==> config.mk <==
export PLATFORM = sky130hd
export DESIGN_NAME = dmem_latency_timer
export DESIGN_NICKNAME = d
export VERILOG_FILES = /design/src/hw/dmem_latency_timer.sv
export SDC_FILE = /design/constraint.sdc
export NUM_CORES = 1
export LEC_CHECK = 0
export BUFFER_PORTS_ARGS = -buffer_cell sky130_fd_sc_hd__buf_2
export CAP_MARGIN = 20
export CORE_AREA = 2 2 39 41
export DETAILED_ROUTE_END_ITERATION = 10
export DIE_AREA = 0 0 41 43
export GPL_TIMING_DRIVEN = 0
export HOLD_SLACK_MARGIN = 0.08
export SYNTH_ARGS = -nofsm -noshare
export SYNTH_HDL_FRONTEND = slang
export SYNTH_SLANG_ARGS = --single-unit
==> constraint.sdc <==
create_clock -name clk -period 0.91 [get_ports clk]
set_clock_uncertainty 0.05 [all_clocks]
set_input_delay 0.1365 -clock clk [delete_from_list [all_inputs] [get_ports clk]]
set_output_delay 0.1365 -clock clk [all_outputs]
set_load 0.01 [all_outputs]
==> src/hw/dmem_latency_timer.sv <==
`timescale 1ns/1ns
`default_nettype none

module dmem_latency_timer #(
    parameter int resp_latency = 3
) (
    input  wire   clk,
    input  wire   rst,
    input  wire   req_valid,
    output logic  req_ready,
    output logic  resp_valid,
    output logic  req_accept
);

    localparam int cnt_w = $clog2(resp_latency + 1);

    logic             busy;
    logic [cnt_w-1:0] count;   // Cycles left before the response

    assign req_ready  = !busy;
    assign req_accept = req_valid && req_ready;
    assign resp_valid = busy && (count == '0);

    always_ff @(posedge clk) begin
        if (rst) begin
            busy  <= 1'b0;
            count <= '0;
        end else if (req_accept) begin
            busy  <= 1'b1;
            count <= cnt_w'(resp_latency - 1);
        end else if (busy) begin
            if (count == '0) begin
                busy <= 1'b0;   // Response goes out this cycle
            end else begin
                count <= count - 1'b1;
            end
        end
    end

    // Every response traces back to one acceptance
    a_resp_after_accept: assert property (@(posedge clk) disable iff (rst)
        resp_valid |-> $past(req_accept, resp_latency));

endmodule

`default_nettype wire

* Word-level counts from Yosys, hierarchy flattened
Cells that the tools add are included.
** Word-level totals
- Input port bits :: 3
- Logic and storage cells :: 20
- Output and inout port bits :: 3
- Register bits after elaboration :: 3
** Cells by class
- Mux-type cells :: 6
- Bitwise operators :: 1
- Add/subtract/negate cells :: 1
- Equality and inequality tests :: 1
- Reductions and logical operators :: 8
** Operator list (count)
- 2-to-1 mux 2 bit :: 3
- AND reduction 2 bit :: 2
- 2-to-1 mux 1 bit :: 3
- logical AND 1 bit :: 2
- logical NOT 2 bit :: 1
- inequality test 2 bit (second input constant) :: 1
- nonzero test 2 bit :: 1
- OR reduction 2 bit :: 1
- subtractor 2 x 1 -> 2 bit (second input constant) :: 1
- logical NOT 1 bit :: 1
- inverter 1 bit :: 1

* Logic depth before layout (Yosys ltp)
- Depth after elaboration :: 4
- Depth in mapped cells :: 2

* Worst setup path after synthesis
Ideal clock, no wire load.
- Path type :: reg-to-reg
- From :: register busy
- To :: register busy
- Buffers on the path :: 0
- Required time :: 0.732 ns
- Arrival time :: 0.706 ns
- Library setup time :: 0.128 ns
- Cell stages (with the launch flop) :: 3
- Slack :: 0.027 ns
- Cell sequence :: dfxtp_1 nor3b_2 nor3_1
** On the way
- Cells in the longest elaborated chain, start to end :: 3
** RTL lines
- start, declared :: RTL line 17 : logic busy;
- start signal, assigned :: RTL line 26 : busy <= 1'b0;
- start signal, assigned :: RTL line 29 : busy <= 1'b1;
- start signal, assigned :: RTL line 33 : busy <= 1'b0;
- logical NOT 1 bit :: RTL line 20 : assign req_ready = !busy;
- logical AND 1 bit :: RTL line 21 : assign req_accept = req_valid && req_ready;
- 2-to-1 mux 1 bit * :: RTL line 28 : end else if (req_accept) begin
Every way passes the cells marked *; elsewhere a longest branch is shown, timed or not.
A chain may end at the register's enable or synchronous reset.

* Final worst setup path
- From :: register busy
- To :: output port resp_valid
** On the way
- Cells in the longest elaborated chain, start to end :: 1
** RTL lines
- logical AND 1 bit :: RTL line 22 : assign resp_valid = busy && (count == '0);
- end, declared :: RTL line 11 : output logic resp_valid,
Every way passes these cells.

==> flow_summary.html <==
<table>
<tr><th>Metric</th><th>Value</th></tr>
<tr><th colspan="2">Run status</th></tr>
<tr><td>Outcome</td><td>finished with violations</td></tr>
<tr><td>Violations in the final reports</td><td>setup timing</td></tr>
<tr><th colspan="2">Clock tree</th></tr>
<tr><td>CTS tree</td><td>done</td></tr>
<tr><td>Clock tree buffer depth</td><td>2</td></tr>
<tr><td>Clock edge transition at the registers on the reported setup and hold paths</td><td>0.03 ns</td></tr>
<tr><td>Root Driver</td><td>sky130_fd_sc_hd__clkbuf_4</td></tr>
<tr><td>H-tree levels</td><td>1</td></tr>
<tr><td>Clock Latency Late Sink</td><td>0.23 ns</td></tr>
<tr><td>Clock sink count</td><td>3</td></tr>
<tr><td>CTS buffer count</td><td>3</td></tr>
<tr><th colspan="2">STA</th></tr>
<tr><td>Rel. slew slack</td><td>0.888</td></tr>
<tr><td>Share of the clock period used by the worst path</td><td>1.22</td></tr>
<tr><td>Setup TNS Final</td><td>-0.447 ns</td></tr>
<tr><td>Number of hold-slack violations in the final timing report</td><td>0</td></tr>
<tr><td>Setup WS post-layout</td><td>-0.196 ns</td></tr>
<tr><td>Slew at the pin with the worst max-slew slack</td><td>0.168 ns</td></tr>
<tr><td>Max-slew violation count</td><td>0</td></tr>
<tr><td>FMAX</td><td>0.904 GHz</td></tr>
<tr><td>RSZ-0062 raised after global routing</td><td>yes</td></tr>
<tr><td>Time the worst path needs with I/O delays and setup</td><td>1.11 ns</td></tr>
<tr><td>Setup Viol. Count Final</td><td>4</td></tr>
<tr><th colspan="2">Route</th></tr>
<tr><td>Vias per inst</td><td>3.20</td></tr>
<tr><td>Drt first-iter violations</td><td>0</td></tr>
<tr><td>Via count of the routed design</td><td>131</td></tr>
<tr><td>Number of DRC violations after detailed routing</td><td>0</td></tr>
<tr><td>Final wirelength</td><td>290 um</td></tr>
<tr><td>Drt first pass iters</td><td>1</td></tr>
<tr><td>Final ANT Viol Nets</td><td>0</td></tr>
<tr><td>Detail-routed net length per standard cell</td><td>7.07 um</td></tr>
<tr><th colspan="2">Cells and area</th></tr>
<tr><td>Area of combinational cells with multiple inputs</td><td>72.6 um2</td></tr>
<tr><td>Post-route insts no fill</td><td>41</td></tr>
<tr><td># nets final</td><td>29</td></tr>
<tr><td>Register area</td><td>63.8 um2</td></tr>
<tr><td>Number of antenna repair diodes</td><td>0</td></tr>
<tr><td>Most used cells in the layout excluding fill and tap cells</td><td>5 x sky130_fd_sc_hd__buf_2, 3 x sky130_fd_sc_hd__dfxtp_2, 3 x sky130_fd_sc_hd__clkbuf_4</td></tr>
<tr><td>Share of post-route cells with drive strength above 1</td><td>0.520</td></tr>
<tr><td>Fillers</td><td>157</td></tr>
<tr><td>Layout Utilization</td><td>0.168</td></tr>
<tr><td>Leading cell type in the layout, fill and taps excluded</td><td>sky130_fd_sc_hd__buf_2</td></tr>
<tr><td>Synth-to-Final Area Change</td><td>73.8%</td></tr>
<tr><th colspan="2">Setup path</th></tr>
<tr><td>Endpoint required time on the critical path</td><td>0.72 ns</td></tr>
<tr><td>Critical setup path kind</td><td>reg2out</td></tr>
<tr><td>Element type at the critical path end</td><td>output pin</td></tr>
<tr><td>CP Data Arrival Time</td><td>0.92 ns</td></tr>
<tr><td>Critical Path Start Type</td><td>flop</td></tr>
<tr><td>Top fanout value on the critical path</td><td>3</td></tr>
<tr><th colspan="2">Die</th></tr>
<tr><td>Top-Level Pins</td><td>6</td></tr>
<tr><td>Overall die area</td><td>0.00176 mm2</td></tr>
<tr><td>Floorplan row count</td><td>14</td></tr>
<tr><td>Die span in y</td><td>43 um</td></tr>
<tr><td>Core region area</td><td>0.00138 mm2</td></tr>
<tr><td>Initial Utilization</td><td>0.0967</td></tr>
<tr><td>Chip width</td><td>41 um</td></tr>
<tr><th colspan="2">Logic synthesis</th></tr>
<tr><td>Count of yosys warnings during synthesis</td><td>0</td></tr>
<tr><td>Post-synthesis sequential element count</td><td>3</td></tr>
<tr><td>Number of standard cells after synthesis</td><td>14</td></tr>
<tr><td>Sequential share of the synthesized area</td><td>0.449</td></tr>
<tr><td>Per-instance average area after synthesis</td><td>9.56 um2</td></tr>
<tr><td>Number of distinct standard cells referenced by the synthesized netlist</td><td>10</td></tr>
<tr><td>Synthesized area</td><td>134 um2</td></tr>
<tr><td>Mapped Nets</td><td>17</td></tr>
<tr><th colspan="2">Place</th></tr>
<tr><td>Estimated wirelength of the detail-placed design</td><td>202 um</td></tr>
<tr><td>Count of input and output buffers</td><td>5</td></tr>
<tr><td>Worst slack after detailed placement</td><td>-0.0164 ns</td></tr>
<tr><td>Final weighted congestion in routability-driven placement</td><td>0.627</td></tr>
<tr><td>Total placed cells including tap cells</td><td>35</td></tr>
<tr><th colspan="2">Power</th></tr>
<tr><td>Worst vdd ir</td><td>0.501 mV</td></tr>
<tr><td>Pwr per Cell Area</td><td>1950 mW/mm2</td></tr>
<tr><td>Static Leak</td><td>0.106 nW</td></tr>
<tr><td>Overall power after layout</td><td>0.454 mW</td></tr>
<tr><th colspan="2">GRT</th></tr>
<tr><td>Global-route wire length before repair</td><td>517 um</td></tr>
<tr><td>Aggregate global routing overflow</td><td>0</td></tr>
<tr><td>Number of antenna violations at the first check in global routing</td><td>0</td></tr>
<tr><td>Vias in the first global route</td><td>157</td></tr>
<tr><td>Global-route usage over all layers</td><td>0.0471</td></tr>
<tr><td>Largest net degree at the start of global routing</td><td>5</td></tr>
<tr><th colspan="2">Worst hold path</th></tr>
<tr><td>Hold WC Path Type</td><td>in2reg</td></tr>
<tr><th colspan="2">Job</th></tr>
<tr><td>Number of maximum-capacitance constraint violations</td><td>0</td></tr>
</table>
## cell usage after synthesis, drive strengths merged
cell type / count / area share
nand2b: 1 / 0.047
nor2: 1 / 0.028
nor3b: 1 / 0.093
nor2b: 2 / 0.093
a22o: 1 / 0.065
nor3: 1 / 0.037
a32o: 1 / 0.075
dfxtp: 3 / 0.45
inv: 2 / 0.056
and2b: 1 / 0.056
## path summary, 6_finish.rpt
path | slack, ns | cells after the start | from | end
setup / recovery | -0.20 | 2 | busy$_SDFF_PP0_ | resp_valid
hold / removal | 0.17 | 3 | req_valid | busy$_SDFF_PP0_
setup reg to reg | -0.03 | 3 | busy$_SDFF_PP0_ | count[0]$_SDFFE_PP0P_
hold reg to reg | 0.51 | 1 | count[0]$_SDFFE_PP0P_ | count[0]$_SDFFE_PP0P_
## routing by layer
layer	share of wire	vias to the layer above	routed length, um	global-route usage
met1	0.38	61	110	0.0417
met2	0.55	2	160	0.0688
met4	0	0	0	0.0600
met5	0	-	0	0
met3	0.066	0	19	0.0157
li1	-	68	-	-
## what timing repair did
action	CTS	global route
hold endpoints to repair	1	0
buffers inserted	1	0
pin swaps	1	0
hold buffers	1	0
resized for setup	4	0
endpoints found under the setup margin	3	5
## worst max-delay path, cell delays in order, from the launching register on
cell and delay [ns]:
sky130_fd_sc_hd__dfxtp_2 0.33, sky130_fd_sc_hd__nor3b_4 0.20, sky130_fd_sc_hd__buf_2 0.16
## cell type report
| class | count | share of cell area |
|---|---|---|
| Multi-Input combinational cell | 9 | 0.312 |
| Timing Repair Buffer | 7 | 0.183 |
| Tap cell | 16 | 0.0860 |
| Sequential cell | 3 | 0.274 |
| Inverter | 2 | 0.0323 |
| Clock buffer | 4 | 0.113 |
## sequential cells by signal, summed over array words and instances (netlist names)
| register | count |
|---|---|
| count | 2 |
| busy | 1 |
## kinds of logic after synthesis
family                 after synthesis  share of synthesized area
AOI/OAI and AO/OA                    2                      0.140
buffers and inverters                2                     0.0561
DFF                                  3                      0.449
and+or+nand+nor                      7                      0.355
## power by group
group	internal (mW)	switching [mW]
Sequential	0.146	0.0103
Combinational	0.0407	0.0312
Clock	0.164	0.0626
Total	0.350	0.104
## through the flow
step	hold slack (ns)	instance area [um2]
CTS	0.174	233
finish	0.168	233
global route	0.235	233
floorplan	0.166	134
global placement	0.289	179
detailed placement	0.296	179
Note: power is estimated with default switching activity, not from simulation.
