==> config.mk <==
export PLATFORM = sky130hd
export DESIGN_NAME = mem_data_format
export DESIGN_NICKNAME = d
export VERILOG_FILES = /design/src/hw/mem_stage_pkg.sv /design/src/hw/mem_data_format.sv
export SDC_FILE = /design/constraint.sdc
export NUM_CORES = 1
export LEC_CHECK = 0
export ABC_AREA = 1
export BUFFER_PORTS_ARGS = -buffer_cell sky130_fd_sc_hd__buf_4
export CAP_MARGIN = 40
export CORE_UTILIZATION = 47
export DETAILED_ROUTE_END_ITERATION = 12
export PLACE_DENSITY = 0.76
export SLEW_MARGIN = 30
export SYNTH_ARGS = -nofsm -noshare
export SYNTH_HDL_FRONTEND = slang
export SYNTH_SLANG_ARGS = --single-unit
==> constraint.sdc <==
create_clock -name vclk -period 2.85
set_input_delay 0.57 -clock vclk [all_inputs]
set_output_delay 0.57 -clock vclk [all_outputs]
set_load 0.02 [all_outputs]
==> src/hw/mem_stage_pkg.sv <==
`default_nettype none

package mem_stage_pkg;

    localparam int xlen        = 32;
    localparam int mask_w      = xlen / 8;   // One enable per byte lane
    localparam int word_addr_w = xlen - 2;   // Byte address without the lane bits

    typedef enum logic [1:0] {
        mem_none,
        mem_load,
        mem_store,
        mem_atomic
    } mem_sel_t;

    typedef enum logic [1:0] {
        size_b,
        size_h,
        size_w
    } mem_size_t;

    // Shared by load extension and AMO MIN/MAX
    typedef enum logic {
        op_signed,
        op_unsigned
    } sign_sel_t;

    typedef enum logic [3:0] {
        amo_lr,
        amo_sc,
        amo_swap,
        amo_add,
        amo_xor,
        amo_and,
        amo_or,
        amo_min,
        amo_max
    } amo_sel_t;

    typedef enum logic [3:0] {
        cause_load_access_fault      = 4'd5,
        cause_store_amo_access_fault = 4'd7
    } cause_t;

endpackage

`default_nettype wire

==> src/hw/mem_data_format.sv <==
`timescale 1ns/1ns
`default_nettype none

module mem_data_format
    import mem_stage_pkg::*;
(
    input  wire mem_sel_t      mem_sel,
    input  wire mem_size_t     mem_size,
    input  wire sign_sel_t     sign_sel,
    input  wire amo_sel_t      amo_sel,
    input  wire [xlen-1:0]     addr,
    input  wire [xlen-1:0]     rs2_data,
    input  wire [xlen-1:0]     saved_rdata,
    input  wire                sc_success,
    input  wire                amo_write_phase,
    output logic [xlen-1:0]    req_wdata,
    output logic [mask_w-1:0]  req_wmask,
    output logic [xlen-1:0]    rdata
);

    logic [1:0]        ofs;
    logic [mask_w-1:0] lane_mask;
    logic [xlen-1:0]   amo_result;
    logic              old_lt;   // Memory word below rs2

    assign ofs = addr[1:0];

    always_comb begin
        if (sign_sel == op_signed) begin
            old_lt = $signed(saved_rdata) < $signed(rs2_data);
        end else begin
            old_lt = saved_rdata < rs2_data;
        end
        case (amo_sel)
            amo_swap: amo_result = rs2_data;
            amo_add:  amo_result = saved_rdata + rs2_data;
            amo_xor:  amo_result = saved_rdata ^ rs2_data;
            amo_and:  amo_result = saved_rdata & rs2_data;
            amo_or:   amo_result = saved_rdata | rs2_data;
            amo_min:  amo_result = old_lt ? saved_rdata : rs2_data;
            amo_max:  amo_result = old_lt ? rs2_data : saved_rdata;
            default:  amo_result = rs2_data;
        endcase
    end

    always_comb begin
        case (mem_size)
            size_b:  lane_mask = 4'b0001;
            size_h:  lane_mask = 4'b0011;
            default: lane_mask = 4'b1111;
        endcase
        if (mem_sel == mem_atomic) begin
            // Atomics are always full aligned words
            req_wdata = amo_write_phase ? amo_result : rs2_data;
            req_wmask = '1;
        end else begin
            req_wdata = rs2_data << {ofs, 3'b000};
            req_wmask = lane_mask << ofs;
        end
    end

    always_comb begin
        if (mem_sel == mem_atomic) begin
            if (amo_sel == amo_sc) begin
                rdata = {{(xlen-1){1'b0}}, !sc_success};   // 0 means stored
            end else begin
                rdata = saved_rdata;   // LR and AMO return the old word
            end
        end else begin
            case (mem_size)
                size_b: begin
                    rdata = {{(xlen-8){sign_sel == op_signed && saved_rdata[7]}},
                             saved_rdata[7:0]};
                end
                size_h: begin
                    rdata = {{(xlen-16){sign_sel == op_signed && saved_rdata[15]}},
                             saved_rdata[15:0]};
                end
                default: rdata = saved_rdata;
            endcase
        end
    end

    always_comb begin
        if (mem_sel != mem_none && mem_size == size_h) begin
            a_half_aligned: assert #0 (!addr[0])
                else $error("halfword access at odd address %h", addr);
        end
    end

endmodule

`default_nettype wire

# Word-level counts from Yosys, hierarchy flattened
# Index checks and enable logic that the tools add are counted.
[word_totals]
ff_bits = 0
latchBits = 0
ram_bits = 0
mem_bits_ro = 0
in_bits = 107
output_inout_bits = 68
memories = 0
[op_classes]
addsub = 1
mul = 0
n_div = 0
order_cmp = 2
eq_ne = 9
shifts = 2
mux = 11
bitwise_logic = 4
reduce_logical = 4
[op_table]
columns = ["op", "count"]
rows = [
  ["two-way mux 32 bit", 6],
  ["case mux 32 bit (6 select lines)", 1],
  ["< comparator 32 bit", 2],
  ["case mux 32 bit (2 select lines)", 1],
  ["adder 32 bit", 1],
  ["AND 32 bit", 1],
  ["OR 32 bit", 1],
  ["<< shifter 32 x 5 -> 32 bit", 1],
  ["bitwise XOR 32 bit", 1],
  ["equality test 4 x 3 -> 1 bit (second input constant)", 4],
  ["case mux 4 bit (2 select lines)", 1],
  ["equality test 4 x 1 -> 1 bit (second input constant)", 1],
  ["equality test 4 x 2 -> 1 bit (second input constant)", 1],
  ["equality test 4 bit (second input constant)", 1],
  ["two-way mux 4 bit", 1],
  ["<< shifter 4 x 2 -> 4 bit", 1],
  ["equality test 2 x 1 -> 1 bit (second input constant)", 1],
  ["equality test 2 bit (second input constant)", 1],
  ["logical AND 1 bit", 2],
  ["zero test 2 bit", 1],
  ["zero test 1 bit", 1],
  ["two-way mux 1 bit", 1],
  ["inverter 1 bit", 1],
]

# Longest topological paths before layout
[depth]
ltp_word = 6
ltp_mapped = 21
depth_no_buf = 20

# Worst setup path before layout
# Ideal clock, no wire load.
[synth_timing]
path_type = "input to output"
startpoint = "input port rs2_data[29]"
endpoint = "output port req_wdata[10]"
arrival_ps = 2509
required_ps = 2280
slack_ps = -229
cell_stages = 15
cell_sequence = "inv_1 ha_1 inv_1 nand3_1 nor2_1 and3_1 nand2_1 nand2_1 nand2_2 nand2_2 nand2_2 buf_4 o21ai_0 o21ai_1 nand2_1"
[synth_via]
elab_chain_cells = 6
word_cells_on_any_way = 8
cone_classes = "2 x order compare; 6 x mux"
[synth_lines]
columns = ["item", "line_no", "rtl"]
rows = [
  ["start, declared", "mem_data_format.sv:12", "input wire [xlen-1:0] rs2_data,"],
  ["< comparator 32 bit, on equally long branches", "mem_data_format.sv:30, mem_data_format.sv:32", ""],
  ["two-way mux 1 bit *", "mem_data_format.sv:29", "if (sign_sel == op_signed) begin"],
  ["two-way mux 32 bit, on equally long branches", "mem_data_format.sv:41, mem_data_format.sv:40", ""],
  ["case mux 32 bit (6 select lines) *", "mem_data_format.sv:34", "case (amo_sel)"],
  ["two-way mux 32 bit *", "mem_data_format.sv:54", "req_wdata = amo_write_phase ? amo_result : rs2_data;"],
  ["two-way mux 32 bit *", "mem_data_format.sv:52", "if (mem_sel == mem_atomic) begin"],
  ["end, declared", "mem_data_format.sv:16", "output logic [xlen-1:0] req_wdata,"],
]
# Every way passes the cells marked *; elsewhere a longest branch is shown, timed or not.

# Final worst setup path
[layout_timing]
startpoint = "input port rs2_data[1]"
endpoint = "output port req_wdata[28]"
[layout_via]
elab_chain_cells = 6
word_cells_on_any_way = 9
cone_classes = "1 x add/sub; 2 x order compare; 6 x mux"
[layout_lines]
columns = ["item", "line_no"]
rows = [
  ["< comparator 32 bit, on equally long branches", "mem_data_format.sv:30, mem_data_format.sv:32"],
  ["two-way mux 1 bit", "mem_data_format.sv:29"],
  ["two-way mux 32 bit, on equally long branches", "mem_data_format.sv:41, mem_data_format.sv:40"],
  ["case mux 32 bit (6 select lines) *", "mem_data_format.sv:34"],
  ["two-way mux 32 bit *", "mem_data_format.sv:54"],
  ["two-way mux 32 bit *", "mem_data_format.sv:52"],
]
# Marks and branches as above.

==> parameters.txt <==
Parameter                              Value

Timing
  Slew at the pin closest to its max-slew limit ... 0.8910 ns
  Number of setup violations in the final report ... 32
  Final count of hold timing violations ... 0
  Final max-slew violation count ... 0
  Worst hold margin ... 1.476 ns
  Final Cycle Share ... 133.4%
  Fmax ... 263.0 MHz
  Total negative slack ... -25.11 ns
  Unrepaired setup endpoints after global routing ... yes
  Worst path setup slack after routing ... -0.9527 ns
  Final critical delay including setup and external delays ... 3.803 ns
  Max-slew headroom at the worst pin ... 40.60%

Run status
  Status ... finished, violations left
  Failing checks ... DRC, setup timing

Routing
  Vias post-DR ... 12140
  Detailed-route wire length ... 42.16 mm
  Met3 wire length ... 6.441 mm
  Router iterations before antenna repair ... 13
  Avg WL per Cell ... 22.23 um
  Met2 routed WL ... 17.25 mm
  Antenna-violating nets left ... 0
  Post-route met1 wirelength ... 13.49 mm
  Highest signal layer in the routed design ... met4
  Via density per instance ... 6.401
  DRC violation count after routing ... 1
  Starting DRT DRC Count ... 1853

Synthesis
  Synth Cell Area ... 0.006549 mm^2
  Yosys synthesis warning count ... 0
  Number of nets produced by synthesis ... 1483
  Average cell area after synthesis ... 5.120 um^2
  Sequential share of the synthesized area ... 0%
  Post-Syn Instances ... 1279
  Number of library cell types mapped by synthesis ... 40

Setup path
  Critical path startpoint ... rs2_data[1]
  Class of the most critical setup path ... input port to primary output
  Data arrival time at the worst-slack endpoint ... 3.23 ns
  Category of the worst setup path capture point ... primary output
  Maximum fanout encountered on the critical timing path ... 7
  Req. time, crit path ... 2.28 ns
  Startpoint class of the critical path ... input port

Floorplanning
  Horiz. Die Dim ... 120.0 um
  Full die area ... 0.01441 mm^2
  Number of standard-cell rows in the floorplan ... 42
  I/O pin count ... 175
  Floorplan core area ... 0.01340 mm^2
  Starting Density ... 48.87%
  Die Ht ... 120.0 um

Clocking
  Number of buffers inserted by hold repair at cts ... 0

Final layout
  Share of final-layout standard cells stronger than drive strength 1 ... 42.53%
  Final standard cell utilization of the core ... 88.63%
  Growth of design area from synthesis to finish ... 81.35%
  Number of sequential cells in the layout ... 0
  Combined flip-flop and latch cell area ... 0 um^2
  Most common cell after layout, fill and taps aside ... sky130_fd_sc_hd__buf_4
  Total inserted antenna cells ... 0
  Net count reported at finish ... 1927
  Clock buffer count in the final layout ... 0
  Most frequent cells in the layout ... sky130_fd_sc_hd__buf_4 (421), sky130_fd_sc_hd__nand2_1 (270), sky130_fd_sc_hd__inv_1 (165), sky130_fd_sc_hd__nor2_1 (103), sky130_fd_sc_hd__nand3_1 (103)

GRT
  Initial antenna violation count ... 0
  Wire length of the first global-routing pass ... 56.95 mm
  Number of global-route vias before repair ... 11100
  All-layer global routing usage ... 50.51%
  Overflow left after global routing ... 0
  Maximum number of pins on one net before global-route repair ... 39

Power and ir drop
  Pwr/cell area ... 207.1 mW/mm^2
  Highest ir drop seen on vdd ... 0.0001368 V
  Standby leakage power ... 6.255 nW

Min path
  Startpoint of the lowest-slack hold path ... saved_rdata[4]
  Worst hold-check path type ... input port to primary output

Placement
  Port-buffer cells ... 145
  GP Congestion ... 1.081
  HPWL Detailed ... 27.39 mm
  Dpl ws ... -0.7721 ns

Job
  Max-cap viol count ... 0
## critical path: stages
cell and delay (ns):
sky130_fd_sc_hd__buf_4 0.12, sky130_fd_sc_hd__inv_4 0.05, sky130_fd_sc_hd__buf_6 0.12, sky130_fd_sc_hd__ha_1 0.19
sky130_fd_sc_hd__inv_1 0.07, sky130_fd_sc_hd__o21ai_1 0.08, sky130_fd_sc_hd__nand2_1 0.08, sky130_fd_sc_hd__nand2_1 0.08
sky130_fd_sc_hd__nand2_1 0.09, sky130_fd_sc_hd__nand2_2 0.17, sky130_fd_sc_hd__nand2_2 0.11, sky130_fd_sc_hd__nand2_2 0.08
sky130_fd_sc_hd__nand2_4 0.11, sky130_fd_sc_hd__nand3_4 0.16, sky130_fd_sc_hd__nand2_8 0.19, sky130_fd_sc_hd__buf_4 0.16
sky130_fd_sc_hd__clkbuf_16 0.14, sky130_fd_sc_hd__nand2_1 0.05, sky130_fd_sc_hd__nand3_1 0.07, sky130_fd_sc_hd__nand4_1 0.15
sky130_fd_sc_hd__nand2_1 0.18, sky130_fd_sc_hd__nand2_2 0.07, sky130_fd_sc_hd__buf_4 0.16
## path summary, 6_finish.rpt
check | endpoint | slack [ns] | cells after the start
setup / recovery | req_wdata[28] | -0.95 | 23
hold / removal | rdata[4] | 1.48 | 4
## metrics by stage
stage	power [W]	instances	instance area, um^2
2_1_floorplan	0.0009753	1279	6997
3_3_place_gp	0.001922	1868	10590
3_5_place_dp	0.001961	1868	10590
4_1_cts	0.002187	1889	11410
5_1_grt	0.002546	1897	11880
6_report	0.002459	1897	11880
## cell type report
class	count	area (um^2)
repair buffers	491	4154
repair inverters	1	6.256
fillers	713	1524
well taps	176	220.2
inverters	213	862.1
multi-input cells	1016	6634
## Yosys cell counts (all sizes together), types with 4 or more instances
| cell type | count | share of area [%] |
|---|---|---|
| clkbuf | 31 | 1.8 |
| a21oi | 115 | 8.8 |
| o211ai | 5 | 0.57 |
| o21bai | 14 | 1.6 |
| a32o | 8 | 1.2 |
| nor3 | 19 | 1.5 |
| nand2 | 337 | 19 |
| nor2 | 123 | 7.1 |
| a211oi | 4 | 0.46 |
| buf | 19 | 1.5 |
| ha | 96 | 18 |
| a21o | 4 | 0.46 |
| o22ai | 22 | 2.1 |
| nand3 | 123 | 9.6 |
| o21ai | 103 | 7.9 |
| inv | 211 | 12 |
| nand4 | 12 | 1.2 |
| a32oi | 9 | 1.2 |
## layer usage
| layer | GRT usage (%) | up-vias |
|---|---|---|
| met5 | 0 | - |
| met1 | 56.47 | 5315 |
| met2 | 81.36 | 1249 |
| li1 | - | 5078 |
| met4 | 41.48 | 0 |
| met3 | 11.83 | 500 |
## what timing repair did
action | in CTS | in global routing
buffers inserted | 18 | 7
pin swaps | 48 | 49
gates resized for setup | 172 | 101
endpoints found under the setup margin | 32 | 33
gates cloned | 3 | 3
## kinds of logic after synthesis
family,after synthesis,share of synthesized area [%]
AOI/OAI and AO/OA,295,25.76
xor gates and xnor gates,3,0.4013
and+or+nand+nor,621,39.74
buffers and inverters,263,15.46
adders and majority gates,97,18.65
## power by group
group | internal, W | switching (W)
Combinational | 0.00107 | 0.00139
Sequential | 0 | 0
Clock | 0 | 0
(Power assumes the default switching activity.)
