--- src/hw/mem_stage_pkg.sv ---
`default_nettype none

package mem_stage_pkg;

    localparam int xlen        = 32;
    localparam int mask_w      = xlen / 8;   // One enable per byte lane
    localparam int word_addr_w = xlen - 2;   // Byte address without the lane bits

    typedef enum logic [1:0] {
        mem_none,
        mem_load,
        mem_store,
        mem_atomic
    } mem_sel_t;

    typedef enum logic [1:0] {
        size_b,
        size_h,
        size_w
    } mem_size_t;

    // Shared by load extension and AMO MIN/MAX
    typedef enum logic {
        op_signed,
        op_unsigned
    } sign_sel_t;

    typedef enum logic [3:0] {
        amo_lr,
        amo_sc,
        amo_swap,
        amo_add,
        amo_xor,
        amo_and,
        amo_or,
        amo_min,
        amo_max
    } amo_sel_t;

    typedef enum logic [3:0] {
        cause_load_access_fault      = 4'd5,
        cause_store_amo_access_fault = 4'd7
    } cause_t;

endpackage

`default_nettype wire

--- src/hw/mem_stage_fsm.sv ---
`timescale 1ns/1ns
`default_nettype none

module mem_stage_fsm
    import mem_stage_pkg::*;
(
    input  wire                      clk,
    input  wire                      rst,
    input  wire                      valid,
    input  wire                      is_new,
    input  wire mem_sel_t            mem_sel,
    input  wire mem_size_t           mem_size,
    input  wire amo_sel_t            amo_sel,
    input  wire [xlen-1:0]           addr,
    input  wire                      req_ready,
    input  wire                      resp_valid,
    input  wire [xlen-1:0]           resp_rdata,
    input  wire                      resp_error,
    output logic                     req_valid,
    output logic                     req_wen,
    output logic [word_addr_w-1:0]   req_addr,
    output logic [xlen-1:0]          saved_rdata,
    output logic                     sc_success,
    output logic                     amo_write_phase,
    output logic                     is_stall,
    output logic                     trap_valid,
    output cause_t                   trap_cause
);

    typedef enum logic [1:0] {
        idle,
        wait_ready,
        wait_rdata,
        wait_wresp
    } state_t;

    state_t          state;
    logic            err_flag;     // Last finished operation hit a fault
    logic            resv_valid;
    logic [xlen-1:0] resv_addr;
    logic            sc_hit;
    logic            is_sc;
    logic            is_amo_rmw;
    logic            is_load_op;

    assign is_sc      = (mem_sel == mem_atomic) && (amo_sel == amo_sc);
    assign is_amo_rmw = (mem_sel == mem_atomic) && (amo_sel != amo_lr) && (amo_sel != amo_sc);
    assign is_load_op = (mem_sel == mem_load) || ((mem_sel == mem_atomic) && (amo_sel == amo_lr));
    assign sc_hit     = resv_valid && (resv_addr == addr);

    // SC and the AMO second pass are the only atomic writes
    assign req_wen   = (mem_sel == mem_store) || is_sc || amo_write_phase;
    assign req_valid = valid && (state == wait_ready);
    assign req_addr  = addr[xlen-1:2];

    assign is_stall   = valid && ((state == idle && is_new && mem_sel != mem_none) ||
                                  state != idle);
    assign trap_valid = valid && (state == idle) && !is_new && err_flag;
    assign trap_cause = is_load_op ? cause_load_access_fault : cause_store_amo_access_fault;

    // Single reservation, kept across operations
    always_ff @(posedge clk) begin
        if (rst) begin
            resv_valid <= 1'b0;
        end else if (valid && is_new && state == idle && mem_sel == mem_atomic) begin
            if (amo_sel == amo_lr) begin
                resv_valid <= 1'b1;
                resv_addr  <= addr;
            end else if (amo_sel == amo_sc) begin
                resv_valid <= 1'b0;   // Any SC drops it
            end
        end
    end

    always_ff @(posedge clk) begin
        if (rst || !valid) begin
            state           <= idle;
            amo_write_phase <= 1'b0;
            err_flag        <= 1'b0;
        end else begin
            case (state)
                idle: begin
                    if (is_new) begin
                        amo_write_phase <= 1'b0;
                        err_flag        <= 1'b0;
                        if (is_sc) begin
                            sc_success <= sc_hit;
                            if (sc_hit) begin
                                state <= wait_ready;
                            end
                        end else if (mem_sel != mem_none) begin
                            state <= wait_ready;
                        end
                    end
                end
                wait_ready: begin
                    if (req_ready) begin
                        state <= req_wen ? wait_wresp : wait_rdata;
                    end
                end
                wait_rdata: begin
                    if (resp_valid) begin
                        saved_rdata <= resp_rdata >> {addr[1:0], 3'b000};  // Lane to bit 0
                        if (resp_error) begin
                            state    <= idle;
                            err_flag <= 1'b1;
                        end else if (is_amo_rmw) begin
                            state           <= wait_ready;
                            amo_write_phase <= 1'b1;
                        end else begin
                            state <= idle;
                        end
                    end
                end
                wait_wresp: begin
                    if (resp_valid) begin
                        state    <= idle;
                        err_flag <= resp_error;
                    end
                end
                default: state <= idle;
            endcase
        end
    end

    // Failed SC and no-op cycles never reach memory
    a_req_needs_op: assert property (@(posedge clk) disable iff (rst)
        req_valid |-> ((mem_sel != mem_none) && !(is_sc && !sc_success)));

    // Timer must never answer a request this FSM did not issue
    a_no_resp_in_idle: assert property (@(posedge clk) disable iff (rst)
        !(state == idle && resp_valid));

    a_inputs_held: assert property (@(posedge clk) disable iff (rst)
        (valid && state != idle) |-> ($stable(mem_sel) && $stable(mem_size) && $stable(addr)));

endmodule

`default_nettype wire

--- config.mk ---
export PLATFORM = sky130hd
export DESIGN_NAME = mem_stage_fsm
export DESIGN_NICKNAME = d
export VERILOG_FILES = /design/src/hw/mem_stage_pkg.sv /design/src/hw/mem_stage_fsm.sv
export SDC_FILE = /design/constraint.sdc
export NUM_CORES = 1
export LEC_CHECK = 0
export CAP_MARGIN = 15
export CORE_ASPECT_RATIO = 1.1
export CORE_MARGIN = 1
export CORE_UTILIZATION = 60
export CTS_CLUSTER_DIAMETER = 30
export DETAILED_ROUTE_END_ITERATION = 6
export DONT_BUFFER_PORTS = 1
export PLACE_DENSITY = 0.81
export SLEW_MARGIN = 0
export SYNTH_ARGS = -nofsm -noshare
export SYNTH_HDL_FRONTEND = slang
export SYNTH_SLANG_ARGS = --single-unit
--- constraint.sdc ---
create_clock -name clk -period 10.3 [get_ports clk]
set_clock_uncertainty 0.1 [all_clocks]
set_input_delay 2.06 -clock clk [delete_from_list [all_inputs] [get_ports clk]]
set_output_delay 2.06 -clock clk [all_outputs]
set_load 0.005 [all_outputs]
After elaboration in Yosys (flattened, before gate mapping)
Cells that the tools add are included.

Output and inout port bits: 72. Flip-flop bits (word level): 70. Word-level logic and storage cells: 88.

Reductions and logical operators: 37. Multiplexer cells: 23. Bitwise logic cells: 2. Shifts and indexed selects: 1. Equality and inequality tests: 18.

Operator list (number): 32-bit equality test (1); 32-bit by 5-bit right shift with 32-bit output (1); 2-bit two-way mux (8); 1-bit logical AND (15); 2-bit inequality test (second input constant) (7); 1-bit two-way mux (12); 5-bit AND reduction (2); 2-bit equality test (second input constant) (4); 2-bit one-hot mux with 4 select lines (1); 2-bit nonzero test (4); 3-bit AND reduction (2); 6-bit AND reduction (1); 1-bit logical OR (5); 2-bit by 1-bit equality test with 1-bit output (second input constant) (2); 4-bit by 1-bit equality test with 1-bit output (second input constant) (1); 4-bit zero test (1); 4-bit by 1-bit inequality test with 1-bit output (second input constant) (1); 4-bit AND reduction (1); 4-bit nonzero test (1); 3-bit by 2-bit inequality test with 1-bit output (second input constant) (1); 3-bit inequality test (second input constant) (1); 1-bit one-hot mux with 3 select lines (1); 3-bit nonzero test (1); 1-bit zero test (2); other kinds (4) (5).

Longest topological paths before layout
Depth after elaboration: 7. Depth in mapped cells: 9. Mapped depth without buffers: 8.

Worst setup path before layout
OpenSTA, ideal clock, no wires.

Path kind: input port to flip-flop. Start: input amo_sel[0]. End: register resv_addr[0] (enable). Data required time: 9.685 ns. Cell stages on the path: 2. Arrival: 5.796 ns. Path slack: 3.889 ns. Setup time: 0.515 ns. Cells stage by stage: nor4_1 > nor4b_1.

Cells in the longest elaborated chain, start to end: 2.

Ends and longest elaborated chain: start: declaration (line mem_stage_fsm.sv:13) `input wire amo_sel_t amo_sel,`; 4-bit zero test (line mem_stage_fsm.sv:66) `if (amo_sel == amo_lr) begin`; 3-bit AND reduction (no line); end signal: assignment (line mem_stage_fsm.sv:68) `resv_addr <= addr;`; end: declaration (line mem_stage_fsm.sv:40) `logic [xlen-1:0] resv_addr;`.

No other way between the ends. A chain may end at the register's enable or synchronous reset.

Worst setup path after layout
Start: input amo_sel[1]. End: output req_wen.

Cells in the longest elaborated chain, start to end: 4.

Ends and longest elaborated chain: 4-bit by 1-bit equality test with 1-bit output (line mem_stage_fsm.sv:46) `assign is_sc = (mem_sel == mem_atomic) && (amo_sel == amo_sc);`; 1-bit logical AND (line mem_stage_fsm.sv:46); 1-bit logical OR (2 in series) (line mem_stage_fsm.sv:52) `assign req_wen = (mem_sel == mem_store) || is_sc || amo_write_phase;`; end: declaration (line mem_stage_fsm.sv:20) `output logic req_wen,`.

No other way between the ends.

==> qor.tcl <==
set qor(synth_cells) 308
set qor(timing_worst_setup_path_type) {in2out}
set qor(grt_antenna_before_repair) 0
set qor(post_route_cells_drive_above_1_share_pct) 8.83
set qor(synth_area_mm2) 0.00371
set qor(dieWidth_um) 76.9
set qor(start_util_pct) 63.1
set qor(dp.final_hpwl_mm) 4.89
set qor(power.static_leakage_nw) 1.26
set qor(grt_max_degree) 38
set qor(synth_top_area_share_pct) 52.6
set qor(numCtsBuffers) 9
set qor(power_frac_clock_pct) 36.7
set qor(holdCritPathClass) {reg2reg}
set qor(number_of_cells_upsized_or_downsized_after_cts) 0
set qor(power.ir.vdd_worst_v) 0.000126
set qor(p_sw_share_pct) 20.3
set qor(cts_hold_buffers_added) 0
set qor(yosys_warnings) 0
set qor(synth_async_sr_flop_share_pct) 0
set qor(synth_top_cell_by_area) {sky130_fd_sc_hd__edfxtp_1}
set qor(drt.antenna.violating_nets) 0
set qor(initialDrtViolationCount) 109
set qor(dr_total_vias) 2158
set qor(worst_setup_path_end_kind) {output pin}
set qor(timing.critical_path.arrival_ns) 2.79
set qor(area_of_placed_instances_mm2) 0.00354
set qor(p_int_mw) 0.436
set qor(outcome) {finished clean}
set qor(sequentialPowerShare_pct) 57.1
set qor(layout.cell_area.non_filler_mm2) 0.00371
set qor(postSynthAreaPerCell_um2) 12.0
set qor(hold_ws_ns) 0.426
set qor(setup_viol_count_final) 0
set qor(finalHoldViolCount) 0
set qor(mostFrequentLayoutCell) {sky130_fd_sc_hd__edfxtp_1}
set qor(grt.total_usage_pct) 22.2
set qor(cts.htree.levels) 3
set qor(timing_worst_slew_pin_value_ns) 0.622
set qor(setup_tns_ns) 0
set qor(power.switching_mw) 0.111
set qor(cp.required_ns) 8.14
set qor(comb_power_share_pct) 6.2
set qor(layout_worst_path_cycle_share_pct) 48.1
set qor(rsz0062_at_grt) {no}
set qor(cts_root_buffer) {sky130_fd_sc_hd__clkbuf_8}
set qor(synth_cell_types) 49
set qor(area_growth_pct) 0.000108
set qor(num_io_pins) 151
set qor(ys_seq_elements) 70
set qor(clock_tree_from_tritoncts) {done}
set qor(synth-seq-area-share_pct) 55.3
set qor(insertion_delay_ns) 0.33
set qor(postCtsSetupRepairBufs) 0
set qor(synth-main-ff-cell) {sky130_fd_sc_hd__edfxtp_1}
set qor(cts-root-to-sink-buffers) 2
set qor(min_period_ns) 4.95
set qor(number_of_global_route_vias_before_repair) 2213
set qor(most-common-layout-cells) {sky130_fd_sc_hd__edfxtp_1, sky130_fd_sc_hd__xor2_1, sky130_fd_sc_hd__nor2_1}
set qor(synth_enable_flop_cells) 65
set qor(fmaxAchievable_mhz) 202
set qor(power.density_cell_area_mw_per_mm2) 147
set qor(routedWlPerCell_um) 18.7
set qor(grt_pass1_wl_mm) 10.8
set qor(routabilityCongestion) 0.836
set qor(inserted_diodes) 0
set qor(postRouteWirelength_mm) 6.72
set qor(detail_route.first_pass.iterations) 4
set qor(port-buffer-count) 0
set qor(die_h_um) 84.4
set qor(timing.final.max_slew_violations) 0
set qor(worst_setup_hold_path_clk_slew_ns) 0.07
set qor(timing.critical_path.fanout_max) 3
set qor(relative_slew_margins_pct) 58.4
set qor(pre_cts_ws_ns) 5.37
set qor(vias_per_cell) 5.99
set qor(worst_slack_ns) 5.35
set qor(row_count) 29
set qor(drc) 0
set qor(core_region_area_mm2) 0.00588
set qor(cts.sink_count) 70
set qor(gr-total-overflow) 0
set qor(floorplan.die_area_mm2) 0.00650
set qor(synth_area_leaders) {sky130_fd_sc_hd__edfxtp_1, sky130_fd_sc_hd__buf_4, sky130_fd_sc_hd__xor2_1}
set qor(finish.net_count) 364
set qor(worstSetupStartpointType) {input port}
set qor(maxCapViolations) 0
-- metrics by stage --
step                util, %  instances  total power [mW]
floorplan                 -        309             0.361
global placement       60.2        346             0.351
detailed placement     60.2        346             0.353
CTS                    63.1        360             0.551
global route           63.1        360             0.567
finish                 63.1        360             0.547
-- final cells by class --
| type | count | area (µm²) |
|---|---|---|
| Multi-Input combinational cell | 190 | 1350 |
| Tap cell | 77 | 96.3 |
| Clock inverter | 3 | 37.5 |
| Clock buffer | 11 | 131 |
| Inverter | 7 | 26.3 |
| Fill cell | 488 | 2170 |
| Sequential cell | 70 | 2050 |
| Timing Repair Buffer | 2 | 15.0 |
-- path summary, 6_finish.rpt --
kind / startpoint / end / slack (ns) / cells after the start
worst max-delay path: amo_sel[1] / req_wen / 5.35 / 3
worst min-delay path: err_flag / err_flag / 0.43 / 2
worst max register to register: state[1] / resv_addr[13] / 8.10 / 5
worst min register to register: err_flag / err_flag / 0.43 / 2
-- registers in the layout, summed over array words and instances (netlist names) --
register and flops:
resv_addr 32, amo_write_phase 1, saved_rdata 32, err_flag 1, state 2, resv_valid 1, sc_success 1
-- synthesized netlist by cell type (2+ instances only) --
| cell type | count |
|---|---|
| sky130_fd_sc_hd__nand2b_1 | 3 |
| sky130_fd_sc_hd__mux2i_1 | 16 |
| sky130_fd_sc_hd__o21ai_2 | 2 |
| sky130_fd_sc_hd__dfxtp_1 | 5 |
| sky130_fd_sc_hd__nor2b_1 | 10 |
| sky130_fd_sc_hd__nand2_1 | 17 |
| sky130_fd_sc_hd__xor2_1 | 19 |
| sky130_fd_sc_hd__inv_1 | 7 |
| sky130_fd_sc_hd__nor2_1 | 18 |
| sky130_fd_sc_hd__a21oi_1 | 10 |
| sky130_fd_sc_hd__buf_4 | 33 |
| sky130_fd_sc_hd__nor4b_1 | 3 |
| sky130_fd_sc_hd__edfxtp_1 | 65 |
| sky130_fd_sc_hd__and2_1 | 9 |
| sky130_fd_sc_hd__clkbuf_1 | 6 |
| sky130_fd_sc_hd__xnor2_1 | 12 |
| sky130_fd_sc_hd__ha_1 | 5 |
| sky130_fd_sc_hd__a211oi_1 | 8 |
| sky130_fd_sc_hd__nor3_1 | 5 |
| sky130_fd_sc_hd__o21ai_0 | 7 |
| sky130_fd_sc_hd__nand4_1 | 5 |
| sky130_fd_sc_hd__nand3_1 | 5 |
| sky130_fd_sc_hd__o21ai_1 | 7 |
| sky130_fd_sc_hd__a31oi_1 | 2 |
| sky130_fd_sc_hd__conb_1 | 2 |
| sky130_fd_sc_hd__nor4_1 | 4 |
-- power groups by stage --
stage / Clock (mW) / Combinational [mW] / Sequential [mW]
6_report: 0.201 / 0.0340 / 0.312
5_1_grt: 0.216 / 0.0385 / 0.312
4_1_cts: 0.205 / 0.0341 / 0.312
3_5_place_dp: 0 / 0.0342 / 0.318
3_3_place_gp: 0 / 0.0323 / 0.318
2_1_floorplan: 0 / 0.0433 / 0.318
-- per-layer routing --
metal	wire, µm	global-route usage [%]	part of all wire, %
met1	2760	26.5	41
met2	3220	35.1	48
met3	576	8.04	8.6
met4	158	11.9	2.4
met5	0	0	0
-- kinds of logic (layout without fill, tap and decap cells) --
family	count (synthesis)	after routing	share of synthesized area (%)
AO/OA/AOI/OAI	43	43	7.83
XOR/XNOR	32	32	7.76
adder cells (fa/ha/maj)	5	5	1.69
buffers and inverters	49	23	8.54
flip-flops	70	70	55.3
multiplexers	16	16	4.32
other	2	3	0.203
AND/OR/NAND/NOR	91	91	14.3
-- worst max-delay path, stage by stage --
cell	delay, ns
sky130_fd_sc_hd__nor3_1	0.35
sky130_fd_sc_hd__nand4_1	0.23
sky130_fd_sc_hd__nand2_1	0.15
Power figures use the tool's default switching activity.
